**src/logic/arithPkg.sv**
```systemverilog
////////////////////////////////////////
// Shared types for the arithmetic unit
// Opcode, datapath step and byte-select codes
////////////////////////////////////////

package arithPkg;

  // Width of the byte-wide data input and readback output
  localparam int ByteWidth = 8;

  ////////////////////////////////////////
  // Operation codes
  ////////////////////////////////////////

  // Load shares the field with the arithmetic ops and means no arithmetic
  typedef enum logic [1:0] {
    opLoad = 2'b00,
    opAdd  = 2'b01,
    opSub  = 2'b10,
    opMul  = 2'b11
  } opT;

  // What the shared datapath does this cycle
  typedef enum logic [1:0] {
    stepIdle = 2'b00,
    stepAdd  = 2'b01,
    stepSub  = 2'b10,
    stepMul  = 2'b11
  } stepT;

  ////////////////////////////////////////
  // Byte selection
  ////////////////////////////////////////

  // Same coding for loads and for readback
  typedef enum logic [1:0] {
    selALow  = 2'b00,
    selAHigh = 2'b01,
    selBLow  = 2'b10,
    selBHigh = 2'b11
  } byteSelT;

endpackage

```
**src/logic/arithSequencer.sv**
```systemverilog
////////////////////////////////////////
// Operation sequencer
// Op decode, multiply step count, busy and done
////////////////////////////////////////

`timescale 1ns/1ns

module arithSequencer #(
  parameter int WordWidth = 16
) (
  input  logic              CLK,
  input  logic              RST,
  input  logic              opStart,
  input  arithPkg::opT      op,
  output arithPkg::stepT    step,
  output logic              busy,
  output logic              done
);

  // One shift-and-add step per bit of the low half
  localparam int MulSteps = WordWidth / 2;
  localparam int CntW     = $clog2(MulSteps + 1);

  logic [CntW-1:0] stepCnt;
  logic            accept;
  logic            mulStart;
  logic            singleDone;
  logic            lastStep;

  // New ops only taken while idle
  assign accept     = opStart && !busy;
  assign mulStart   = accept && (op == arithPkg::opMul);
  assign singleDone = accept && ((op == arithPkg::opAdd) || (op == arithPkg::opSub));
  assign lastStep   = busy && (stepCnt == CntW'(1));

  ////////////////////////////////////////
  // Step decode
  ////////////////////////////////////////

  always_comb
  begin
    step = arithPkg::stepIdle;
    if (busy)
    begin
      step = arithPkg::stepMul;
    end
    else if (opStart)
    begin
      case (op)
        arithPkg::opAdd: step = arithPkg::stepAdd;
        arithPkg::opSub: step = arithPkg::stepSub;
        // Start cycle where the datapath clears the upper half of B
        arithPkg::opMul: step = arithPkg::stepMul;
        default:         step = arithPkg::stepIdle;
      endcase
    end
  end

  ////////////////////////////////////////
  // Busy, counter and done pulse
  ////////////////////////////////////////

  always_ff @(posedge CLK or negedge RST)
  begin
    if (!RST)
    begin
      busy    <= 1'b0;
      done    <= 1'b0;
      stepCnt <= '0;
    end
    else
    begin
      done <= singleDone || lastStep;
      if (mulStart)
      begin
        busy    <= 1'b1;
        stepCnt <= CntW'(MulSteps);
      end
      else if (busy)
      begin
        stepCnt <= stepCnt - CntW'(1);
        if (lastStep)
          busy <= 1'b0;
      end
    end
  end

endmodule

```
**src/logic/operandRegs.sv**
```systemverilog
////////////////////////////////////////
// Operand registers A and B
// Byte loads, write-back, multiply shift, readback
////////////////////////////////////////

`timescale 1ns/1ns

module operandRegs #(
  parameter int WordWidth = 16
) (
  input  logic                          CLK,
  input  logic                          RST,
  input  logic                          loadEn,
  input  arithPkg::byteSelT             byteSel,
  input  logic [arithPkg::ByteWidth-1:0] dataIn,
  input  arithPkg::byteSelT             readSel,
  input  arithPkg::stepT                step,
  input  logic [WordWidth-1:0]          sum,
  input  logic                          sumCarry,
  input  logic                          busy,
  output logic [WordWidth-1:0]          regA,
  output logic [WordWidth-1:0]          regB,
  output logic [arithPkg::ByteWidth-1:0] dataOut
);

  localparam int Half = WordWidth / 2;
  localparam int BW   = arithPkg::ByteWidth;

  logic             loadOk;
  logic [Half-1:0]  upperNext;
  logic             topBit;

  assign loadOk = loadEn && !busy;

  // Conditional add on the multiplier bit, then shift right
  assign upperNext = regB[0] ? sum[Half-1:0] : regB[WordWidth-1:Half];
  assign topBit    = regB[0] & sumCarry;

  ////////////////////////////////////////
  // Register A
  ////////////////////////////////////////

  always_ff @(posedge CLK or negedge RST)
  begin
    if (!RST)
      regA <= '0;
    else if (loadOk && (byteSel == arithPkg::selALow))
      regA[BW-1:0] <= dataIn;
    else if (loadOk && (byteSel == arithPkg::selAHigh))
      regA[2*BW-1:BW] <= dataIn;
  end

  ////////////////////////////////////////
  // Register B
  ////////////////////////////////////////

  always_ff @(posedge CLK or negedge RST)
  begin
    if (!RST)
    begin
      regB <= '0;
    end
    else
    begin
      case (step)
        arithPkg::stepAdd,
        arithPkg::stepSub:
          regB <= sum;
        arithPkg::stepMul:
          if (!busy)
            // Multiply start clears the partial product half
            regB[WordWidth-1:Half] <= '0;
          else
            regB <= {topBit, upperNext, regB[Half-1:1]};
        default:
          if (loadOk && (byteSel == arithPkg::selBLow))
            regB[BW-1:0] <= dataIn;
          else if (loadOk && (byteSel == arithPkg::selBHigh))
            regB[2*BW-1:BW] <= dataIn;
      endcase
    end
  end

  // Readback mux
  always_comb
  begin
    case (readSel)
      arithPkg::selALow:  dataOut = regA[BW-1:0];
      arithPkg::selAHigh: dataOut = regA[2*BW-1:BW];
      arithPkg::selBLow:  dataOut = regB[BW-1:0];
      default:            dataOut = regB[2*BW-1:BW];
    endcase
  end

endmodule

```
**src/logic/accumulateUnit.sv**
```systemverilog
////////////////////////////////////////
// Shared adder with operand select and carry flag
////////////////////////////////////////

`timescale 1ns/1ns

module accumulateUnit #(
  parameter int WordWidth = 16
) (
  input  logic                 CLK,
  input  logic                 RST,
  input  arithPkg::stepT       step,
  input  logic [WordWidth-1:0] regA,
  input  logic [WordWidth-1:0] regB,
  output logic [WordWidth-1:0] sum,
  output logic                 sumCarry,
  output logic                 carry
);

  localparam int Half = WordWidth / 2;

  logic [WordWidth-1:0] opX;
  logic [WordWidth-1:0] opY;
  logic                 carryIn;
  logic [WordWidth:0]   rawSum;

  ////////////////////////////////////////
  // Operand select
  ////////////////////////////////////////

  always_comb
  begin
    opX     = regB;
    opY     = regA;
    carryIn = 1'b0;
    case (step)
      arithPkg::stepSub:
      begin
        // Two's complement subtract
        opY     = ~regA;
        carryIn = 1'b1;
      end
      arithPkg::stepMul:
      begin
        // Partial product half plus multiplicand
        opX = {{Half{1'b0}}, regB[WordWidth-1:Half]};
        opY = {{Half{1'b0}}, regA[Half-1:0]};
      end
      default:
        carryIn = 1'b0;
    endcase
  end

  assign rawSum   = {1'b0, opX} + {1'b0, opY} + {{WordWidth{1'b0}}, carryIn};
  assign sum      = rawSum[WordWidth-1:0];
  // Bit just above the multiply half
  assign sumCarry = rawSum[Half];

  // Carry out on add, borrow on sub, cleared by multiply
  always_ff @(posedge CLK or negedge RST)
  begin
    if (!RST)
      carry <= 1'b0;
    else if (step == arithPkg::stepAdd)
      carry <= rawSum[WordWidth];
    else if (step == arithPkg::stepSub)
      carry <= ~rawSum[WordWidth];
    else if (step == arithPkg::stepMul)
      carry <= 1'b0;
  end

endmodule

```
**src/logic/arithUnit.sv**
```systemverilog
////////////////////////////////////////
// Arithmetic unit top level
////////////////////////////////////////

`timescale 1ns/1ns

module arithUnit #(
  parameter int WordWidth = 16
) (
  input  logic                           CLK,
  input  logic                           RST,
  input  logic                           loadEn,
  input  arithPkg::byteSelT              byteSel,
  input  logic [arithPkg::ByteWidth-1:0] dataIn,
  input  logic                           opStart,
  input  arithPkg::opT                   op,
  input  arithPkg::byteSelT              readSel,
  output logic [arithPkg::ByteWidth-1:0] dataOut,
  output logic                           busy,
  output logic                           done,
  output logic                           carry
);

  arithPkg::stepT       step;
  logic [WordWidth-1:0] regA;
  logic [WordWidth-1:0] regB;
  logic [WordWidth-1:0] sum;
  logic                 sumCarry;

  // Control
  arithSequencer #(.WordWidth(WordWidth)) sequencer (
    .CLK     (CLK),
    .RST     (RST),
    .opStart (opStart),
    .op      (op),
    .step    (step),
    .busy    (busy),
    .done    (done)
  );

  // Operand storage
  operandRegs #(.WordWidth(WordWidth)) operands (
    .CLK      (CLK),
    .RST      (RST),
    .loadEn   (loadEn),
    .byteSel  (byteSel),
    .dataIn   (dataIn),
    .readSel  (readSel),
    .step     (step),
    .sum      (sum),
    .sumCarry (sumCarry),
    .busy     (busy),
    .regA     (regA),
    .regB     (regB),
    .dataOut  (dataOut)
  );

  // Shared adder
  accumulateUnit #(.WordWidth(WordWidth)) accumulate (
    .CLK      (CLK),
    .RST      (RST),
    .step     (step),
    .regA     (regA),
    .regB     (regB),
    .sum      (sum),
    .sumCarry (sumCarry),
    .carry    (carry)
  );

endmodule

```
**config.mk**
```make
export PLATFORM = sky130hd
export DESIGN_NAME = arithUnit
export DESIGN_NICKNAME = d
export VERILOG_FILES = /design/src/logic/arithPkg.sv /design/src/logic/arithSequencer.sv /design/src/logic/operandRegs.sv /design/src/logic/accumulateUnit.sv /design/src/logic/arithUnit.sv
export SDC_FILE = /design/constraint.sdc
export NUM_CORES = 1
export LEC_CHECK = 0
export BUFFER_PORTS_ARGS = -buffer_cell sky130_fd_sc_hd__buf_2
export CAP_MARGIN = 20
export CORE_ASPECT_RATIO = 0.9
export CORE_UTILIZATION = 45
export CTS_BUF_LIST = sky130_fd_sc_hd__clkbuf_2 sky130_fd_sc_hd__clkbuf_4 sky130_fd_sc_hd__clkbuf_8
export DETAILED_ROUTE_END_ITERATION = 8
export PLACE_DENSITY_LB_ADDON = 0.3
export SKIP_LAST_GASP = 1
export SYNTH_ARGS = -nofsm -noshare
export SYNTH_HDL_FRONTEND = slang
export SYNTH_SLANG_ARGS = --single-unit
```
**constraint.sdc**
```tcl
create_clock -name CLK -period 7.59 [get_ports CLK]
set_clock_uncertainty 0.1 [all_clocks]
set_input_delay 0.3795 -clock CLK [delete_from_list [all_inputs] [get_ports CLK]]
set_output_delay 0.3795 -clock CLK [all_outputs]
set_load 0.01 [all_outputs]
```
* After elaboration in Yosys (flattened, before gate mapping)
Cells that the tools add are included.
** Cells by class
- $add $sub $neg :: 3
- Eq/ne operators :: 14
- Bitwise gates (word level) :: 4
- Reduce and logical (&&, ||, !) cells :: 22
- Mux-type cells :: 22
** Operators by type and width (count)
- 16-bit one-hot mux with 2 select lines :: 2
- 8-bit two-way mux :: 6
- 8-bit one-hot mux with 3 select lines :: 1
- 16-bit by 16-bit adder with 17-bit output :: 1
- 17-bit by 1-bit adder with 17-bit output :: 1
- 16-bit two-way mux :: 1
- 16-bit inverter :: 1
- 2-bit equality test (second input constant) :: 7
- 1-bit logical AND :: 9
- 3-bit nonzero test :: 3
- 2-bit by 1-bit equality test with 1-bit output (second input constant) :: 4
- 4-bit two-way mux :: 2
- 1-bit two-way mux :: 7
- 2-bit one-hot mux with 3 select lines :: 1
- 2-bit AND reduction :: 3
- 4-bit by 1-bit equality test with 1-bit output (second input constant) :: 1
- 2-bit logical NOT :: 2
- 2-bit two-way mux :: 2
- 4-bit by 1-bit subtractor with 4-bit output (second input constant) :: 1
- 3-bit by 2-bit inequality test with 1-bit output (second input constant) :: 1
- 1-bit logical OR :: 2
- 2-bit inequality test (second input constant) :: 1
- 1-bit inverter :: 2
- 2-bit nonzero test :: 1
- 3 further kinds :: 3
** Word-level totals
- Input port bits :: 18
- Bits in registers :: 39
- Output and inout bits :: 11

* Longest topological paths before layout
- Depth after elaboration :: 11
- Mapped depth :: 16
- Gate-level depth less buffers :: 15

* Modules after synthesis
A second synthesis with hierarchy kept.
** Second synthesis, totals
- Cells, all modules :: 332
- Area total of the unflattened synthesis :: 3443.3 µm²
** Modules (own cells, without submodules)
- operandRegs :: instances 1, cells an instance 147, area each 1899.3 µm², sequential area each 800.8 µm²
- accumulateUnit :: instances 1, cells an instance 148, area each 1172.4 µm², sequential area each 25.0 µm²
- arithSequencer :: instances 1, cells an instance 37, area each 371.6 µm², sequential area each 150.1 µm²

* Least setup slack after synthesis
No wires, ideal clock.
- Kind :: in2reg
- Start :: input op[0]
- End :: register operands.regB[15]
- Buffers on the path :: 2
- Path slack :: 4225 ps
- Arrival time :: 3196 ps
- Library setup time :: 69 ps
- Stages on the path :: 16
- Cells stage by stage :: inv_1 ha_1 a21oi_1 nor3b_1 or2_1 buf_2 clkbuf_1 nand2_1 o21ai_0 ha_1 nor2b_1 o31a_1 o211ai_2 a31oi_1 or4b_1 nand3_1
** On the way
- Longest elaborated chain between the ends :: 11
- Elaborated cells between the ends (all ways) :: 21
- Classes of those cells :: 2 x add/sub; 7 x eq/ne; 8 x mux; 1 x bitwise; 3 x reduce/logical
** RTL lines
- start, declared :: RTL line arithUnit.sv:16 : input arithPkg::opT op,
- 2-bit equality test or 2-bit by 1-bit equality test with 1-bit output (tied branches) :: RTL line arithSequencer.sv:49 : case (op)
- 2-bit one-hot mux with 3 select lines (*) :: RTL line arithSequencer.sv:49
- 2-bit two-way mux (*) :: RTL line arithSequencer.sv:47 : else if (opStart)
- 2-bit two-way mux (*) :: RTL line arithSequencer.sv:43 : if (busy)
- 2-bit equality test :: RTL line operandRegs.sv:65, accumulateUnit.sv:36
- 16-bit one-hot mux with 2 select lines or 16-bit two-way mux (tied branches) :: RTL line accumulateUnit.sv:36 : case (step)
- 16-bit by 16-bit adder with 17-bit output :: RTL line accumulateUnit.sv:54 : assign rawSum = {1'b0, opX} + {1'b0, opY} + {{WordWidth{1'b0}}, carryIn};
- 17-bit by 1-bit adder with 17-bit output :: RTL line accumulateUnit.sv:54
- 1-bit AND :: RTL line operandRegs.sv:37 : assign topBit = regB[0] & sumCarry;
- 8-bit two-way mux :: RTL line operandRegs.sv:70 : if (!busy)
- 16-bit one-hot mux with 2 select lines :: RTL line operandRegs.sv:65 : case (step)
- end signal, assigned :: RTL line operandRegs.sv:68 : regB <= sum;
- end signal, assigned :: RTL line operandRegs.sv:74 : regB <= {topBit, upperNext, regB[Half-1:1]};
- end signal, assigned by index :: RTL line operandRegs.sv:77 : regB[BW-1:0] <= dataIn;
- end, declared :: RTL line operandRegs.sv:22 : output logic [WordWidth-1:0] regB,
Every way passes the cells marked *; elsewhere a longest branch is shown, timed or not.
A chain may end at the register's enable or synchronous reset.

* Worst setup path after layout
- Start :: register sequencer.busy
- End :: register operands.regB[14]
** On the way
- Longest elaborated chain between the ends :: 8
- Elaborated cells between the ends (all ways) :: 20
- Classes of those cells :: 2 x add/sub; 4 x eq/ne; 7 x mux; 7 x reduce/logical
** RTL lines
- start, declared :: RTL line arithSequencer.sv:16 : output logic busy,
- start signal, assigned :: RTL line arithSequencer.sv:67 : busy <= 1'b0;
- start signal, assigned :: RTL line arithSequencer.sv:76 : busy <= 1'b1;
- start signal, assigned :: RTL line arithSequencer.sv:83 : busy <= 1'b0;
- 2-bit two-way mux :: RTL line arithSequencer.sv:43
- 2-bit equality test :: RTL line operandRegs.sv:65, accumulateUnit.sv:36
- 16-bit one-hot mux with 2 select lines or 16-bit two-way mux (tied branches) :: RTL line accumulateUnit.sv:36
- 16-bit by 16-bit adder with 17-bit output :: RTL line accumulateUnit.sv:54
- 17-bit by 1-bit adder with 17-bit output :: RTL line accumulateUnit.sv:54
- 8-bit two-way mux :: RTL line operandRegs.sv:36 : assign upperNext = regB[0] ? sum[Half-1:0] : regB[WordWidth-1:Half];
- 8-bit two-way mux :: RTL line operandRegs.sv:70
- 16-bit one-hot mux with 2 select lines :: RTL line operandRegs.sv:65
Several ways; a longest one is shown, not always the timed one.

==> results summary <==
The count of boundary I/O pins came out at 29. The period utilization came out at 54.6%. The longest clock path from root to sink contains 2 buffers. The clock net in this run drives a total of 39 sinks. The synthesized instance count is between 300 and 400. The proportion of synthesized flip-flops having asynchronous set or reset is 100%. The count of yosys warnings during synthesis is 0. The detailed-routing iteration count for the pre-antenna-repair pass is 5. The type of the worst setup path is reg -> reg. In this run the worst path has a maximum fanout of 27. The number of max-slew violations in the final report is 0.

The share of Yosys cell area claimed by the top area cell type came out at 28.5%. The data arrival at the endpoint of the critical path is 4.24 ns. From left edge to right edge, the die measures between 90 and 100 µm. After clock tree synthesis, the repair step resized 0 gates. The layout-stage area growth over the synthesis result came out at 9.31%. The hold buffer count at cts came out at 0. In the final design database the tool counted 440 nets. For this run, design rule violations remaining after detail routing come to 0. The post-route minimum period is ~4.1 ns.

The register bit total from synthesis came out at 39. In this run the core area contains 29 standard-cell rows. The relative slew slack is 24.8%. For the worst setup path, the data required time is 7.68 ns. After routing, the total negative slack on setup checks comes to 0 ns. Clock-pin slew was measured on the worst setup and hold paths at 0.08 ns.

In this run, synthesis inferred 0 flip-flops with an integrated enable. The total die area is roughly 0.008 mm². The count of nets left with antenna violations once routing finished came out at 0. The unique cell type count in the Yosys netlist is between 50 and 60. Summing every instance area after synthesis gives 0.00343 mm². The worst-case vdd ir drop is about 0.19 mV.

The most numerous cell in the Yosys netlist is nand2_1. The slowest stage of the critical path is the dfrtp_1 cell. The class of the most critical hold timing path is in -> async. Timing would allow up to 241 MHz. The depth of the CTS H-tree is 2. The via density per instance is 6.04. The final hold violation count is 0.

The vias after detailed routing came out at 2976. The number of buffer cells added on primary ports is 28. Setup violations remaining at the end of the flow were counted as 0. The library cell with the largest summed area after synthesis is dfrtp_1. The core box area came out at 0.00722 mm². The average cell area after synthesis is 9.04 µm².

The total of max-cap violations is 0. Setup repair after global routing left no endpoint under its margin. TritonCTS built the clock tree. After synthesis, the cell types taking the most area are dfrtp_1 28%, ha_1 7.7%, mux2_2 5.9%. In this run, CTS created clock tree buffers numbering 5. Traced cell by cell, the critical path runs through nand2b_1 -> nor2_1 -> nand2_1 -> xor2_1 -> fa_1 -> inv_1 -> fa_1 -> a21o_1 -> nand4_1 -> nand2_1 -> a211oi_1 -> o221a_1 -> nand2_1. When the netlist entered floorplanning its net count stood at 420. The flow ran to the end, and the final reports show no timing, DRC or antenna violations.

The total setup buffers inserted after CTS came out at 0. The die boundary height came out at roughly 85 µm. Wires add up to 9.12 mm. The leakage power summed over all cells is 1.67 nW. For this run, the leading register cell type out of synthesis is dfrtp_1. The post-route netlist has approximately 18% of its cells at a drive strength greater than 1.

On the worst path, the slowest cell contributes a delay of between 0.9 and 1 ns. The worst setup path is captured at a register. The clock network latency to the later pin of the worst-skew pair came out at 0.30 ns. The first-pass GRT wire length is 14.8 mm.

For this design the ratio of total power to cell area is 472 mW/mm². The total overflow reported by the global router is 0. The actual transition at the worst max-transition pin came out at 1.13 ns. After synthesis, flip-flops and latches occupy 28.5% of the total area. The placer congestion estimate is 0.909.

The detailed router finished its first iteration with 188 violations. The wire length per cell after detailed routing is 18.5 µm. The cell repeated most along the worst path is nand2_1.

The pin count of the biggest net entering global routing came out at 40. CTS placed an instance of clkbuf_8 at the clock tree root. The number of global-route vias before repair is around 2800. STA classifies the critical path startpoint as a register.

The half-perimeter wire length of the detailed placement result is 6.82 mm. The cell area after placement came out at 0.00363 mm². The commonest cells after synthesis are 52 x nand2_1, 39 x dfrtp_1, 24 x o21ai_0, 23 x nor2_1, 21 x ha_1. The initial antenna violation count is 0.

The final instance area is 0.00375 mm². The global router's overall resource usage came out at about a quarter. The antenna diode instance count came out at 0. The effective utilization at floorplan came out at 47.5%.
-- cell type report --
| cell class | count | area (µm²) |
|---|---|---|
| well taps | 93 | 116 |
| fillers | 690 | 3470 |
| clock inverters | 2 | 35.0 |
| clock buffers | 6 | 82.6 |
| flip-flops and latches | 39 | 976 |
| multi-input cells | 312 | 2340 |
| repair buffers | 29 | 148 |
| inverters | 12 | 45.0 |
-- metrics by stage --
step / setup slack [ns] / power [mW] / hold slack [ns] / cells / util (%)
global route: 3.14 / 1.92 / 0.163 / 493 / 51.9
global placement: 3.64 / 1.54 / 0.433 / 485 / 50.3
detailed placement: 3.54 / 1.56 / 0.446 / 485 / 50.3
finish: 3.45 / 1.77 / 0.105 / 493 / 51.9
floorplan: 4.23 / 1.29 / -0.0161 / 379 / -
CTS: 3.50 / 1.75 / 0.136 / 493 / 51.9
-- registers in the layout, summed over array words and instances, names as in the netlist --
signal	count
accumulate.carry	1
operands.regA	16
operands.regB	16
sequencer.busy	1
sequencer.done	1
sequencer.stepCnt	4
-- report_power, final --
group          switching (mW)  internal, mW  total, mW
clock network          0.0796         0.107      0.186
registers               0.138         0.310      0.448
logic                   0.629         0.506       1.14
-- worst max-delay path: cells and delay by family, from the launching register on --
| family | cells | cell delay, ns |
|---|---|---|
| xor gates and xnor gates | 1 | 0.26 |
| AOI/OAI and AO/OA | 3 | 0.92 |
| DFF | 1 | 0.94 |
| buffers and inverters | 1 | 0.06 |
| adders and majority gates | 2 | 0.63 |
| and+or+nand+nor | 6 | 1.12 |
-- cell families (layout without fill, tap and decap cells) --
logic type                 after synthesis  in the layout  synth area share (%)
and+or+nand+nor                        131            131                  19.4
AOI/OAI and AO/OA                       92             92                  17.6
muxes                                   47             47                  17.6
DFF                                     39             39                  28.5
buffers and inverters                   28             49                  3.32
adders and majority gates               23             23                  8.84
xor gates and xnor gates                19             19                  4.86
-- final timing paths --
| kind | from | to | slack, ns | depth (start not counted) |
|---|---|---|---|---|
| max | sequencer.busy$_DFF_PN0_ | operands.regB[14]$_DFFE_PN0P_ | 3.45 | 13 |
| min | RST | operands.regB[1]$_DFFE_PN0P_ | 0.11 | 1 |
| max reg2reg | sequencer.busy$_DFF_PN0_ | operands.regB[14]$_DFFE_PN0P_ | 3.45 | 13 |
| min reg2reg | sequencer.stepCnt[1]$_DFFE_PN0P_ | sequencer.stepCnt[1]$_DFFE_PN0P_ | 0.45 | 2 |
| max in group asynchronous | RST | operands.regA[5]$_DFFE_PN0P_ | 6.72 | 1 |
| min in group CLK | dataIn[3] | operands.regA[11]$_DFFE_PN0P_ | 0.27 | 2 |
-- per-layer routing --
layer	routed length [µm]	GRT usage, %
met3	554	4.26
met2	4170	37.8
met5	0	0
met1	4260	34.8
met4	130	6.85
-- placed cells by master, fill, tap and decap left out, types with 8 or more instances in the layout --
| cell | Yosys | final |
|---|---|---|
| mux4_2 | 8 | 8 |
| mux2_2 | 18 | 18 |
| inv_1 | 12 | 12 |
| nand2b_1 | 10 | 10 |
| xnor2_1 | 12 | 12 |
| o21ai_0 | 24 | 24 |
| ha_1 | 21 | 21 |
| nand2_1 | 52 | 52 |
| nor2_1 | 23 | 23 |
| and2_1 | 9 | 9 |
| nor3_1 | 8 | 8 |
| dfrtp_1 | 39 | 39 |
| buf_2 | 7 | 28 |
| a21oi_1 | 20 | 20 |
| mux2i_1 | 14 | 14 |
Power figures use the tool's default switching activity.
